--- config.mk ---
export PLATFORM = sky130hd
export DESIGN_NAME = apu_top
export DESIGN_NICKNAME = d
export VERILOG_FILES = /design/src/rtl/apu_pkg.sv /design/src/rtl/apu_output_stage.sv /design/src/rtl/apu_regs.sv /design/src/rtl/apu_top.sv /design/src/rtl/frame_sequencer.sv /design/src/rtl/square_channel.sv /design/src/rtl/wave_channel.sv
export SDC_FILE = /design/constraint.sdc
export NUM_CORES = 1
export LEC_CHECK = 0
export ABC_AREA = 0
export BUFFER_PORTS_ARGS = -buffer_cell sky130_fd_sc_hd__clkbuf_2
export CAP_MARGIN = 10
export CORE_MARGIN = 4
export CORE_UTILIZATION = 37
export CTS_CLUSTER_DIAMETER = 40
export DETAILED_ROUTE_END_ITERATION = 10
export PLACE_DENSITY = 0.63
export SYNTH_ARGS = -nofsm -noshare
export SYNTH_HDL_FRONTEND = slang
export SYNTH_SLANG_ARGS = --single-unit
export TNS_END_PERCENT = 10
--- constraint.sdc ---
create_clock -name clk -period 8.3 [get_ports clk]
set_input_delay 1.245 -clock clk [delete_from_list [all_inputs] [get_ports clk]]
set_output_delay 1.245 -clock clk [all_outputs]
set_load 0.01 [all_outputs]
--- src/rtl/apu_pkg.sv ---
`default_nettype none

package apu_pkg;

    // bus and datapath widths
    localparam int addr_w   = 16;
    localparam int data_w   = 8;
    localparam int sample_w = 4;
    localparam int level_w  = 8;
    localparam int freq_w   = 11;

    // register addresses still decoded
    typedef enum logic [addr_w-1:0] {
        nr21 = 16'hFF16,   // square duty / length
        nr22 = 16'hFF17,   // square envelope
        nr23 = 16'hFF18,   // square freq lo
        nr24 = 16'hFF19,   // square freq hi + trigger
        nr30 = 16'hFF1A,   // wave dac enable
        nr31 = 16'hFF1B,   // wave length, write only
        nr32 = 16'hFF1C,   // wave volume code
        nr33 = 16'hFF1D,   // wave freq lo
        nr34 = 16'hFF1E,   // wave freq hi + trigger
        nr50 = 16'hFF24,   // master volume
        nr51 = 16'hFF25,   // panning
        nr52 = 16'hFF26    // power
    } apu_reg_e;

    // wave ram window, 32 nibbles
    localparam logic [addr_w-1:0] wave_ram_base  = 16'hFF30;
    localparam int                wave_ram_bytes = 16;

    localparam logic [data_w-1:0] unmapped_read = 8'hAA;

    // duty patterns, 12.5 / 25 / 50 / 75 percent
    localparam logic [3:0][7:0] duty_table = {8'hFC, 8'h0F, 8'h03, 8'h01};

    // timer period is (freq_period_base - freq) * mult
    localparam int freq_period_base  = 2048;
    localparam int square_timer_mult = 4;
    localparam int wave_timer_mult   = 2;

    // frame sequencer, 512 Hz off the system counter
    localparam int fs_bit        = 12;
    localparam int envelope_step = 7;

endpackage

`default_nettype wire

--- src/rtl/apu_output_stage.sv ---
`timescale 1ns/10ps
`default_nettype none

module apu_output_stage import apu_pkg::*; (
    input  wire                clk,
    input  wire                rst,
    input  wire [data_w-1:0]   master_vol,
    input  wire [data_w-1:0]   panning,
    input  wire [data_w-1:0]   power,
    input  wire [sample_w-1:0] square_sample,
    input  wire [sample_w-1:0] wave_sample,
    output logic               pwm_out
);

    logic              square_left;
    logic              wave_left;
    logic [sample_w:0] left_sum;     // two 4-bit samples
    logic [level_w:0]  scaled;       // sum * vol * 2, at most 480
    logic [level_w-1:0] level;
    logic [level_w-1:0] pwm_count;

    assign square_left = panning[5];
    assign wave_left   = panning[6];

    always_comb begin
        left_sum = '0;
        if (square_left) begin
            left_sum = left_sum + square_sample;
        end
        if (wave_left) begin
            left_sum = left_sum + wave_sample;
        end
        scaled = left_sum * ({1'b0, master_vol[2:0]} + 4'd1) * 2'd2;
    end

    // average over the enabled left channels, 1 or 2
    always_comb begin
        if (!power[7] || !(square_left || wave_left)) begin
            level = '0;
        end else if (square_left && wave_left) begin
            level = scaled[level_w:1];
        end else begin
            level = scaled[level_w-1:0];
        end
    end

    always_ff @(posedge clk) begin
        if (rst) begin
            pwm_count <= '0;
        end else begin
            pwm_count <= pwm_count + 1'b1;   // free running
        end
    end

    assign pwm_out = pwm_count < level;

endmodule

`default_nettype wire

--- src/rtl/apu_regs.sv ---
`timescale 1ns/10ps
`default_nettype none

module apu_regs import apu_pkg::*; (
    input  wire                              clk,
    input  wire                              rst,
    input  wire  [addr_w-1:0]                addr,
    input  wire                              write_en,
    input  wire  [data_w-1:0]                write_data,
    output logic [data_w-1:0]                read_data,
    output logic [data_w-1:0]                nr21,
    output logic [data_w-1:0]                nr22,
    output logic [data_w-1:0]                nr23,
    output logic [data_w-1:0]                nr24,
    output logic [data_w-1:0]                nr30,
    output logic [data_w-1:0]                nr32,
    output logic [data_w-1:0]                nr33,
    output logic [data_w-1:0]                nr34,
    output logic [data_w-1:0]                nr50,
    output logic [data_w-1:0]                nr51,
    output logic [data_w-1:0]                nr52,
    output logic [wave_ram_bytes*data_w-1:0] wave_ram,
    output logic                             square_trigger,
    output logic                             wave_trigger
);

    // the ports share names with the enum members, so case labels are qualified
    logic [data_w-1:0] nr31;   // length byte, nothing consumes it
    logic [data_w-1:0] wave_mem [wave_ram_bytes];
    logic [addr_w-1:0] wave_off;
    logic              wave_hit;

    assign wave_off = addr - wave_ram_base;
    assign wave_hit = (addr >= wave_ram_base) &&
                      (addr < wave_ram_base + addr_w'(wave_ram_bytes));

    // flat view for the wave channel
    always_comb begin
        for (int i = 0; i < wave_ram_bytes; i++) begin
            wave_ram[i*data_w +: data_w] = wave_mem[i];
        end
    end

    always_comb begin
        if (wave_hit) begin
            read_data = wave_mem[wave_off[$clog2(wave_ram_bytes)-1:0]];
        end else begin
            case (addr)
                apu_pkg::nr21: read_data = nr21 | 8'h3F;
                apu_pkg::nr22: read_data = nr22;
                apu_pkg::nr23: read_data = nr23 | 8'hFF;
                apu_pkg::nr24: read_data = nr24 | 8'hBF;   // only length enable shows
                apu_pkg::nr30: read_data = nr30;
                apu_pkg::nr31: read_data = nr31 | 8'hFF;
                apu_pkg::nr32: read_data = nr32;
                apu_pkg::nr33: read_data = nr33 | 8'hFF;
                apu_pkg::nr34: read_data = nr34 | 8'hBF;
                apu_pkg::nr50: read_data = nr50;
                apu_pkg::nr51: read_data = nr51;
                apu_pkg::nr52: read_data = nr52 | 8'h70;
                default:       read_data = unmapped_read;
            endcase
        end
    end

    always_ff @(posedge clk) begin
        if (rst) begin
            nr21 <= '0;
            nr22 <= '1;
            nr23 <= '1;
            nr24 <= '1;
            nr30 <= '0;
            nr31 <= '0;
            nr32 <= '1;
            nr33 <= '1;
            nr34 <= '1;
            nr50 <= '0;
            nr51 <= '0;
            nr52 <= '0;
            for (int i = 0; i < wave_ram_bytes; i++) begin
                wave_mem[i] <= '0;
            end
        end else if (write_en) begin
            if (wave_hit) begin
                wave_mem[wave_off[$clog2(wave_ram_bytes)-1:0]] <= write_data;
            end else begin
                case (addr)
                    apu_pkg::nr21: nr21 <= write_data;
                    apu_pkg::nr22: nr22 <= write_data;
                    apu_pkg::nr23: nr23 <= write_data;
                    apu_pkg::nr24: nr24 <= write_data;
                    apu_pkg::nr30: nr30 <= write_data;
                    apu_pkg::nr31: nr31 <= write_data;
                    apu_pkg::nr32: nr32 <= write_data;
                    apu_pkg::nr33: nr33 <= write_data;
                    apu_pkg::nr34: nr34 <= write_data;
                    apu_pkg::nr50: nr50 <= write_data;
                    apu_pkg::nr51: nr51 <= write_data;
                    apu_pkg::nr52: nr52 <= write_data;
                    default: ;   // unmapped, dropped
                endcase
            end
        end
    end

    // bit 7 of a freq hi write restarts the channel, one cycle later
    always_ff @(posedge clk) begin
        if (rst) begin
            square_trigger <= 1'b0;
            wave_trigger   <= 1'b0;
        end else begin
            square_trigger <= write_en && (addr == apu_pkg::nr24) && write_data[7];
            wave_trigger   <= write_en && (addr == apu_pkg::nr34) && write_data[7];
        end
    end

endmodule

`default_nettype wire

--- src/rtl/apu_top.sv ---
`timescale 1ns/10ps
`default_nettype none

module apu_top import apu_pkg::*; (
    input  wire                clk,
    input  wire                rst,
    input  wire  [addr_w-1:0]  addr,
    input  wire                write_en,
    input  wire  [data_w-1:0]  write_data,
    output logic [data_w-1:0]  read_data,
    input  wire  [31:0]        sys_counter,
    output logic               pwm_out
);

    logic [data_w-1:0]                nr21, nr22, nr23, nr24;
    logic [data_w-1:0]                nr30, nr32, nr33, nr34;
    logic [data_w-1:0]                nr50, nr51, nr52;
    logic [wave_ram_bytes*data_w-1:0] wave_ram;
    logic                             square_trigger;
    logic                             wave_trigger;
    logic                             envelope_tick;
    logic [sample_w-1:0]              square_sample;
    logic [sample_w-1:0]              wave_sample;

    apu_regs i_regs (
        .clk, .rst, .addr, .write_en, .write_data, .read_data,
        .nr21, .nr22, .nr23, .nr24,
        .nr30, .nr32, .nr33, .nr34,
        .nr50, .nr51, .nr52,
        .wave_ram, .square_trigger, .wave_trigger
    );

    frame_sequencer i_frame_seq (.clk, .rst, .sys_counter, .envelope_tick);

    square_channel i_square (
        .clk, .rst,
        .duty_len      (nr21),
        .envelope      (nr22),
        .freq_lo       (nr23),
        .freq_hi       (nr24),
        .trigger       (square_trigger),
        .envelope_tick,
        .sample        (square_sample)
    );

    wave_channel i_wave (
        .clk, .rst,
        .dac_ctrl (nr30),
        .vol_code (nr32),
        .freq_lo  (nr33),
        .freq_hi  (nr34),
        .wave_ram,
        .trigger  (wave_trigger),
        .sample   (wave_sample)
    );

    apu_output_stage i_output (
        .clk, .rst,
        .master_vol (nr50),
        .panning    (nr51),
        .power      (nr52),
        .square_sample,
        .wave_sample,
        .pwm_out
    );

endmodule

`default_nettype wire

--- src/rtl/frame_sequencer.sv ---
`timescale 1ns/10ps
`default_nettype none

module frame_sequencer import apu_pkg::*; (
    input  wire        clk,
    input  wire        rst,
    input  wire [31:0] sys_counter,
    output logic       envelope_tick
);

    logic       prev_bit;   // counter bit one cycle back
    logic [2:0] step;
    logic       fs_fall;

    assign fs_fall = prev_bit && !sys_counter[fs_bit];

    always_ff @(posedge clk) begin
        if (rst) begin
            prev_bit      <= 1'b0;
            step          <= '0;
            envelope_tick <= 1'b0;
        end else begin
            prev_bit <= sys_counter[fs_bit];
            if (fs_fall) begin
                step <= step + 3'd1;   // wraps 7 -> 0
            end
            // pulse together with entry into the envelope step
            envelope_tick <= fs_fall && (step == 3'(envelope_step - 1));
        end
    end

endmodule

`default_nettype wire

--- src/rtl/square_channel.sv ---
`timescale 1ns/10ps
`default_nettype none

module square_channel import apu_pkg::*; (
    input  wire                 clk,
    input  wire                 rst,
    input  wire  [data_w-1:0]   duty_len,
    input  wire  [data_w-1:0]   envelope,
    input  wire  [data_w-1:0]   freq_lo,
    input  wire  [data_w-1:0]   freq_hi,
    input  wire                 trigger,
    input  wire                 envelope_tick,
    output logic [sample_w-1:0] sample
);

    logic [freq_w-1:0]   freq;
    logic [freq_w+2:0]   timer_reload;   // up to 2048 * 4
    logic [freq_w+2:0]   freq_timer;
    logic [2:0]          duty_pos;
    logic [sample_w-1:0] volume;
    logic [2:0]          env_timer;
    logic [2:0]          env_period;
    logic                env_up;
    logic                duty_bit;

    assign freq         = {freq_hi[2:0], freq_lo};
    assign timer_reload = (freq_w+3)'((freq_period_base - freq) * square_timer_mult);
    assign env_period   = envelope[2:0];
    assign env_up       = envelope[3];
    assign duty_bit     = duty_table[duty_len[7:6]][duty_pos];

    // frequency timer steps through the 8 duty positions
    always_ff @(posedge clk) begin
        if (rst) begin
            freq_timer <= '0;
            duty_pos   <= '0;
        end else if (freq_timer == '0) begin
            freq_timer <= timer_reload;
            duty_pos   <= duty_pos + 3'd1;
        end else begin
            freq_timer <= freq_timer - 1'b1;
        end
    end

    // volume envelope
    always_ff @(posedge clk) begin
        if (rst) begin
            volume    <= '0;
            env_timer <= '0;
        end else if (trigger) begin
            volume    <= envelope[7:4];   // initial volume
            env_timer <= env_period;
        end else if (envelope_tick && env_period != 3'd0) begin
            if (env_timer <= 3'd1) begin
                env_timer <= env_period;
                if (env_up && volume != '1) begin
                    volume <= volume + 1'b1;
                end else if (!env_up && volume != '0) begin
                    volume <= volume - 1'b1;
                end
            end else begin
                env_timer <= env_timer - 3'd1;
            end
        end
    end

    always_ff @(posedge clk) begin
        if (rst) begin
            sample <= '0;
        end else begin
            sample <= duty_bit ? volume : '0;
        end
    end

endmodule

`default_nettype wire

--- src/rtl/wave_channel.sv ---
`timescale 1ns/10ps
`default_nettype none

module wave_channel import apu_pkg::*; (
    input  wire                                 clk,
    input  wire                                 rst,
    input  wire  [data_w-1:0]                   dac_ctrl,
    input  wire  [data_w-1:0]                   vol_code,
    input  wire  [data_w-1:0]                   freq_lo,
    input  wire  [data_w-1:0]                   freq_hi,
    input  wire  [wave_ram_bytes*data_w-1:0]    wave_ram,
    input  wire                                 trigger,
    output logic [sample_w-1:0]                 sample
);

    logic [freq_w-1:0]   freq;
    logic [freq_w+1:0]   timer_reload;   // up to 2048 * 2
    logic [freq_w+1:0]   freq_timer;
    logic [3:0]          pos;            // byte index into wave ram
    logic                low_nibble;
    logic [data_w-1:0]   cur_byte;
    logic [sample_w-1:0] nibble;
    logic [1:0]          shift_code;

    assign freq         = {freq_hi[2:0], freq_lo};
    assign timer_reload = (freq_w+2)'((freq_period_base - freq) * wave_timer_mult);
    assign cur_byte     = wave_ram[data_w*pos +: data_w];
    assign nibble       = low_nibble ? cur_byte[sample_w-1:0] : cur_byte[data_w-1:sample_w];
    assign shift_code   = vol_code[6:5];

    always_ff @(posedge clk) begin
        if (rst) begin
            freq_timer <= '0;
            pos        <= '0;
            low_nibble <= 1'b0;
        end else if (trigger) begin
            pos        <= '0;   // restart at byte 0, high nibble
            low_nibble <= 1'b0;
        end else if (freq_timer == '0) begin
            freq_timer <= timer_reload;
            low_nibble <= !low_nibble;
            if (low_nibble) begin
                pos <= pos + 4'd1;
            end
        end else begin
            freq_timer <= freq_timer - 1'b1;
        end
    end

    // code 1 full, 2 half, 3 quarter, 0 mute
    always_ff @(posedge clk) begin
        if (rst) begin
            sample <= '0;
        end else if (!dac_ctrl[7] || shift_code == 2'd0) begin
            sample <= '0;
        end else begin
            sample <= nibble >> (shift_code - 2'd1);
        end
    end

endmodule

`default_nettype wire

After elaboration in Yosys (flattened, before gate mapping)
Memories as Yosys holds them, arrays and structs flattened.
Index checks and enable logic that the tools add are counted.
{"block": "totals", "out_inout_bits": 9, "inputBits": 59, "ff_bits": 151, "latchBits": 0, "romBits": 0, "n_memories": 1, "elab_cells": 145, "ramBits": 128}
{"block": "op_classes", "muxes": 30, "div": 0, "n_eq_ne": 14, "n_lt_le_gt_ge": 6, "shift": 2, "addsub": 15, "n_mul": 1, "bitwise_logic": 2, "reduce_logical": 47}
{"memory": "i_regs.wave_mem", "depth": 16, "word_bits": 8, "read_ports": 17, "rd_clocked_by_memory_dff": 0, "write_ports": 16, "line": "apu_regs.sv:29", "source": "logic [data_w-1:0] wave_mem [wave_ram_bytes];"}
{"operator": "== test 16 bit, second input constant", "count": 12}
{"operator": "indexed part select 128 x 8 -> 8 bit", "count": 1}
{"operator": "one-hot mux 8 bit (10 select lines)", "count": 1}
{"operator": "two-way mux 8 bit", "count": 5}
{"operator": "AND reduction 3 bit", "count": 12}
{"operator": "two-way mux 4 bit", "count": 8}
{"operator": "subtractor 12 x 11 -> 12 bit, first input constant", "count": 2}
{"operator": "binary-select mux 8 bit (select 2 bit)", "count": 1}
{"operator": "greater-or-equal comparator 16 bit, second input constant", "count": 1}
{"operator": "< comparator 16 bit, second input constant", "count": 1}
{"operator": "zero test 14 bit", "count": 1}
{"operator": "two-way mux 14 bit", "count": 1}
{"operator": "subtractor 14 x 1 -> 14 bit, second input constant", "count": 1}
{"operator": "zero test 13 bit", "count": 1}
{"operator": "two-way mux 13 bit", "count": 1}
{"operator": "subtractor 13 x 1 -> 13 bit, second input constant", "count": 1}
{"operator": "logical AND 1 bit", "count": 11}
{"operator": "multiplier 5 x 9 -> 8 bit", "count": 1}
{"operator": "two-way mux 3 bit", "count": 3}
{"operator": "adder 4 x 1 -> 4 bit, second input constant", "count": 2}
{"operator": "adder 8 x 1 -> 8 bit, second input constant", "count": 1}
{"operator": "< comparator 8 bit", "count": 1}
{"operator": "two-way mux 1 bit", "count": 8}
{"operator": "OR reduction 2 bit", "count": 4}
{"operator": "other kinds (24)", "count": 36}

Longest topological paths before layout
{"block": "depth", "depth_word": 8, "depth_mapped": 23, "mapped_depth_nobuf": 23}

By module
From an unflattened synthesis, not the netlist that was laid out.
{"block": "hier_totals", "hier_cells": 1512, "area_unflattened_um2": 16005.4}
{"mod": "apu_regs", "seq_area_each_um2": 5645.4, "area_per_inst_um2": 10139.7, "instances": 1, "cells_per_inst": 814}
{"mod": "wave_channel", "seq_area_each_um2": 440.4, "area_per_inst_um2": 2573.7, "instances": 1, "cells_per_inst": 293}
{"mod": "square_channel", "seq_area_each_um2": 560.5, "area_per_inst_um2": 1689.1, "instances": 1, "cells_per_inst": 208}
{"mod": "apu_output_stage", "seq_area_each_um2": 160.2, "area_per_inst_um2": 1406.3, "instances": 1, "cells_per_inst": 178}
{"mod": "frame_sequencer", "seq_area_each_um2": 100.1, "area_per_inst_um2": 196.4, "instances": 1, "cells_per_inst": 19}

Least setup slack after synthesis
No wires, ideal clock.
{"block": "synth_timing", "path_kind": "register to output", "start": "reg i_regs.nr51[5]", "end": "out pwm_out", "n_path_buf": 1, "path_stages_with_launch": 22, "arrival_time_ns": 4.755, "path_slack_ns": 2.300, "required_time_ns": 7.055, "cell_sequence": "dfxtp_1 -> clkbuf_1 -> nand2_1 -> inv_1 -> ha_1 -> a21oi_1 -> xnor2_1 -> a21oi_1 -> nor2b_1 -> fa_1 -> inv_1 -> fa_1 -> inv_1 -> ha_1 -> a21oi_1 -> xor2_1 -> nor2_1 -> o311ai_0 -> ha_1 -> a21o_1 -> a21o_1 -> a221oi_1"}
{"block": "synth_via", "elab_chain_len": 7, "elab_cells_between_ends": 11, "cone_classes": "add/sub: 1; mul: 1; order compare: 1; mux: 4; reduce/logical: 4"}
{"element": "from (decl)", "line": "apu_regs.sv:20", "source": "output logic [data_w-1:0] nr51,"}
{"element": "from (signal assigned)", "line": "apu_regs.sv:98", "source": "apu_pkg::nr51: nr51 <= write_data;"}
{"element": "two-way mux 4 bit", "line": "apu_output_stage.sv:27", "source": "if (square_left) begin"}
{"element": "adder 4 x 4 -> 5 bit", "line": "apu_output_stage.sv:31", "source": "left_sum = left_sum + wave_sample;"}
{"element": "two-way mux 5 bit", "line": "apu_output_stage.sv:30", "source": "if (wave_left) begin"}
{"element": "multiplier 5 x 9 -> 8 bit", "line": "apu_output_stage.sv:33", "source": "scaled = left_sum * ({1'b0, master_vol[2:0]} + 4'd1) * 2'd2;"}
{"element": "two-way mux 8 bit", "line": "apu_output_stage.sv:40", "source": "end else if (square_left && wave_left) begin"}
{"element": "two-way mux 8 bit *", "line": "apu_output_stage.sv:38", "source": "if (!power[7] || !(square_left || wave_left)) begin"}
{"element": "< comparator 8 bit *", "line": "apu_output_stage.sv:55", "source": "assign pwm_out = pwm_count < level;"}
{"element": "to (decl)", "line": "apu_top.sv:12", "source": "output logic pwm_out"}
Mark *: on every way between the ends. The rest lies on a longest branch, timed or not.

Worst setup path after layout
Ends and elaborated chain as after synthesis.

==> results.yml <==
pwr:
  power.density_mw_per_mm2: 225
  switching_power_w: 0.00107
  seq_power_share_pct: 40.7
  swShare_pct: 28.2
  leakagePower_nw: 6.40
  internal-power_w: 0.00271
  clockPowerShare_pct: 42.8
  ir_drop_v: 0.000121
  p_comb_share_pct: 16.5
finish:
  final_util_pct: 42.3
  layout.nets: 1565
  antenna_cells: 0
  layout_common_cells: "nand2_1 (135), dfxtp_1 (135), edfxtp_1 (128)"
  drive_gt1_share_pct: 14.1
  design_area_sq_mm: 0.0168
  area_delta_synth_final_pct: 13.0
grt:
  grt-ovfl-total: 0
  grt_usage_pct: 18.1
  grt_first_pass_wirelength_um: 63100
  grt_max_degree: 63
  grt_antenna_before_repair: 0
  grt_pass1_vias: 11100
worst_setup_path:
  worstPathArrival_ns: 6.24
  critical_path.cell_chain: "nand2_1 -> inv_1 -> ha_1 -> inv_1 -> fa_1 -> xnor2_1 -> nand2_1 -> a21boi_0 -> nor2_1 -> fa_1 -> inv_1 -> fa_1 -> inv_1 -> ha_1 -> a21oi_1 -> xor2_1 -> nor2_1 -> o311ai_0 -> ha_1 -> a21o_1 -> a21o_1 -> a221oi_1 -> clkbuf_2"
  reg2reg_depth: 7
  cp-end-kind: "output pin"
  crit_path_max_incr_delay_ns: 0.63
  crit_top_cell: "inv_1"
  startpoint: "i_regs.nr51[5]"
  critPathCapture: "pwm_out"
  r2r_slack_ns: 5.52
  crit_path_start_kind: "flip-flop"
  crit_family: "adder cells"
  cp_max_fo: 15
  path_depth: 23
  slowest_stage: "dfxtp_1"
  path_buf_inv: 5
  r2r_end: "i_wave.sample[0]"
  cp.required_ns: 7.05
  r2r-start: "i_wave.pos[1]"
  critPathKind: "flip-flop to output pin"
floorplanning:
  start_util_pct: 37.4
  die_w_um: 208
  rows: 73
  die_height_um: 208
  core_area_sq_mm: 0.0396
  dieArea_sq_mm: 0.0433
  io_pins: 68
clock_tree:
  htree_levels: 2
  clock-sinks: 264
  cts_tree: "yes"
  worstSkewPairLatency_ns: 0.53
  ctsHoldBuffers: 0
  clockRootBuffer: "clkbuf_16"
  postCtsSetupBuffers: 0
  cts_resized: 0
  clk_pin_slew_ns: 0.05
  numCtsBuffers: 39
  cts_buffer_depth: 3
detailed_routing:
  wirelength_um: 40200
  firstDrtPassIters: 5
  detail_route.iter0.violations: 994
  drc: 0
  drt-vias-per-instance: 5.56
  post_drt_wl_per_cell_um: 20.0
  vias: 11200
  ant_nets: 0
synthesis:
  async_flop_share_pct: 0
  yosys.area.top_type: "edfxtp_1"
  synth-warning-count: 0
  synth_seq_cells: 264
  synth_cell_types: 70
  synth-edff-count: 128
  synthFlopType: "dfxtp_1"
  synthTopCellsByArea: "edfxtp_1 (26%), dfxtp_1 (18%), mux4_2 (8.5%)"
  syn_inst: 1449
  synth_top_area_share_pct: 25.9
  ys_seq_area_share_pct: 44.3
  syn_area_sq_mm: 0.0148
  syn_avg_cell_area_sq_um: 10.2
  synth_nets: 1555
timing:
  final_hold_viol_count: 0
  slew_violations: 0
  slew_headroom_pct: 26.1
  layout_worst_path_cycle_share_pct: 90.2
  tightest_slew_ns: 1.10
  setup_viol: 0
  min_period_ns: 7.49
  rsz0062_at_grt: "false"
  tns_ns: 0
  holdWs_ns: 0.461
  fmax_mhz: 134
  fin_skew_ns: 0.0201
hold_path:
  min_path_type: "flip-flop to flip-flop"
run_status:
  status: "complete, no violations"
placed_design:
  finalWeightedCongestion: 0.847
  dp_hpwl_um: 27200
  postPlaceCellArea_sq_mm: 0.0155
  numPortBuffers: 36
run:
  maxCapViolCount: 0
-- flip-flops by register name, indices dropped and copies added (netlist names), 5 cells and up --
| name | flops |
|---|---|
| i_regs.wave_mem | 128 |
| i_wave.freq_timer | 13 |
| i_regs.nr23 | 8 |
| i_regs.nr30 | 8 |
| i_regs.nr50 | 8 |
| i_regs.nr33 | 8 |
| i_regs.nr22 | 8 |
| i_regs.nr52 | 5 |
| i_square.freq_timer | 14 |
| i_regs.nr51 | 8 |
| i_output.pwm_count | 8 |
| i_regs.nr32 | 8 |
-- worst min-delay path by stage --
stage / from / endpoint / slack [ns] / cells past startpoint
6_report: i_output.pwm_count[0] / i_output.pwm_count[0] / 0.46 / 1
5_1_grt: i_output.pwm_count[0] / i_output.pwm_count[0] / 0.49 / 1
4_1_cts: i_output.pwm_count[0] / i_output.pwm_count[0] / 0.47 / 1
3_5_place_dp: i_output.pwm_count[0] / i_output.pwm_count[0] / 0.46 / 1
3_3_place_gp: i_output.pwm_count[0] / i_output.pwm_count[0] / 0.44 / 1
2_1_floorplan: i_output.pwm_count[0] / i_output.pwm_count[0] / 0.43 / 1
-- through the flow --
step | power, W | cells | setup WS [ns]
2_1_floorplan | 0.00202 | 1449 | 2.30
3_3_place_gp | 0.00216 | 1943 | 1.52
3_5_place_dp | 0.00218 | 1943 | 1.40
4_1_cts | 0.00381 | 2013 | 0.790
5_1_grt | 0.00394 | 2013 | 0.355
6_report | 0.00378 | 2013 | 0.812
-- power groups by stage --
stage                     sequential [W]  combinational (W)  clock [W]
final                            0.00154           0.000623    0.00162
after global routing             0.00155           0.000696    0.00170
after CTS                        0.00154           0.000623    0.00165
after detailed placement         0.00156           0.000617          0
after global placement           0.00156           0.000602          0
after floorplan                  0.00153           0.000486          0
-- routing by layer --
layer  global-route usage, %  share of wire [%]  vias up  wire length, um
met4                    6.46                3.3        0             1320
met3                    4.37                8.2       86             3300
met5                       0                  0        -                0
met2                    29.0                 46      421            18500
met1                    24.0                 43     5401            17100
li1                        -                  -     5283                -
-- final cells by class --
type,count,area (sq um)
fillers,3756,22900
multi-input cells,1045,7720
flip-flops and latches,264,6570
clock buffers,49,1070
well taps,525,657
repair buffers,57,340
clock inverters,21,221
inverters,52,195
-- synthesized netlist by cell type (4+ instances only) --
cell,instances
or4_1,8
xnor2_1,24
nand2b_1,15
nand3_1,54
a211oi_1,19
a21oi_1,42
a22oi_1,20
nor3_1,30
o21ai_0,45
dfxtp_1,136
buf_1,10
nor4_1,15
and3_1,31
or2_2,9
nor3b_1,7
mux2_2,8
mux4_2,56
xor2_1,25
nor2_1,119
inv_1,49
nand2_1,135
a21o_1,6
or3_1,7
a221oi_1,4
and2_1,114
o22ai_1,13
ha_1,39
clkbuf_1,55
a31oi_1,9
nor2b_1,16
edfxtp_1,128
o221ai_1,4
buf_2,20
fa_1,8
mux2i_1,85
nand4_1,6
o211ai_1,18
and4_1,6
nand3b_1,4
-- cell families after synthesis --
group | Yosys count | synth area share [%]
buffers and inverters | 140 | 3.79
AO/OA/AOI/OAI | 210 | 9.20
adder cells (fa/ha/maj) | 47 | 4.37
XOR/XNOR | 49 | 2.89
AND/OR/NAND/NOR | 590 | 20.6
multiplexers | 149 | 14.8
flip-flops | 264 | 44.3
No activity file was read; power rests on OpenSTA's default activity.
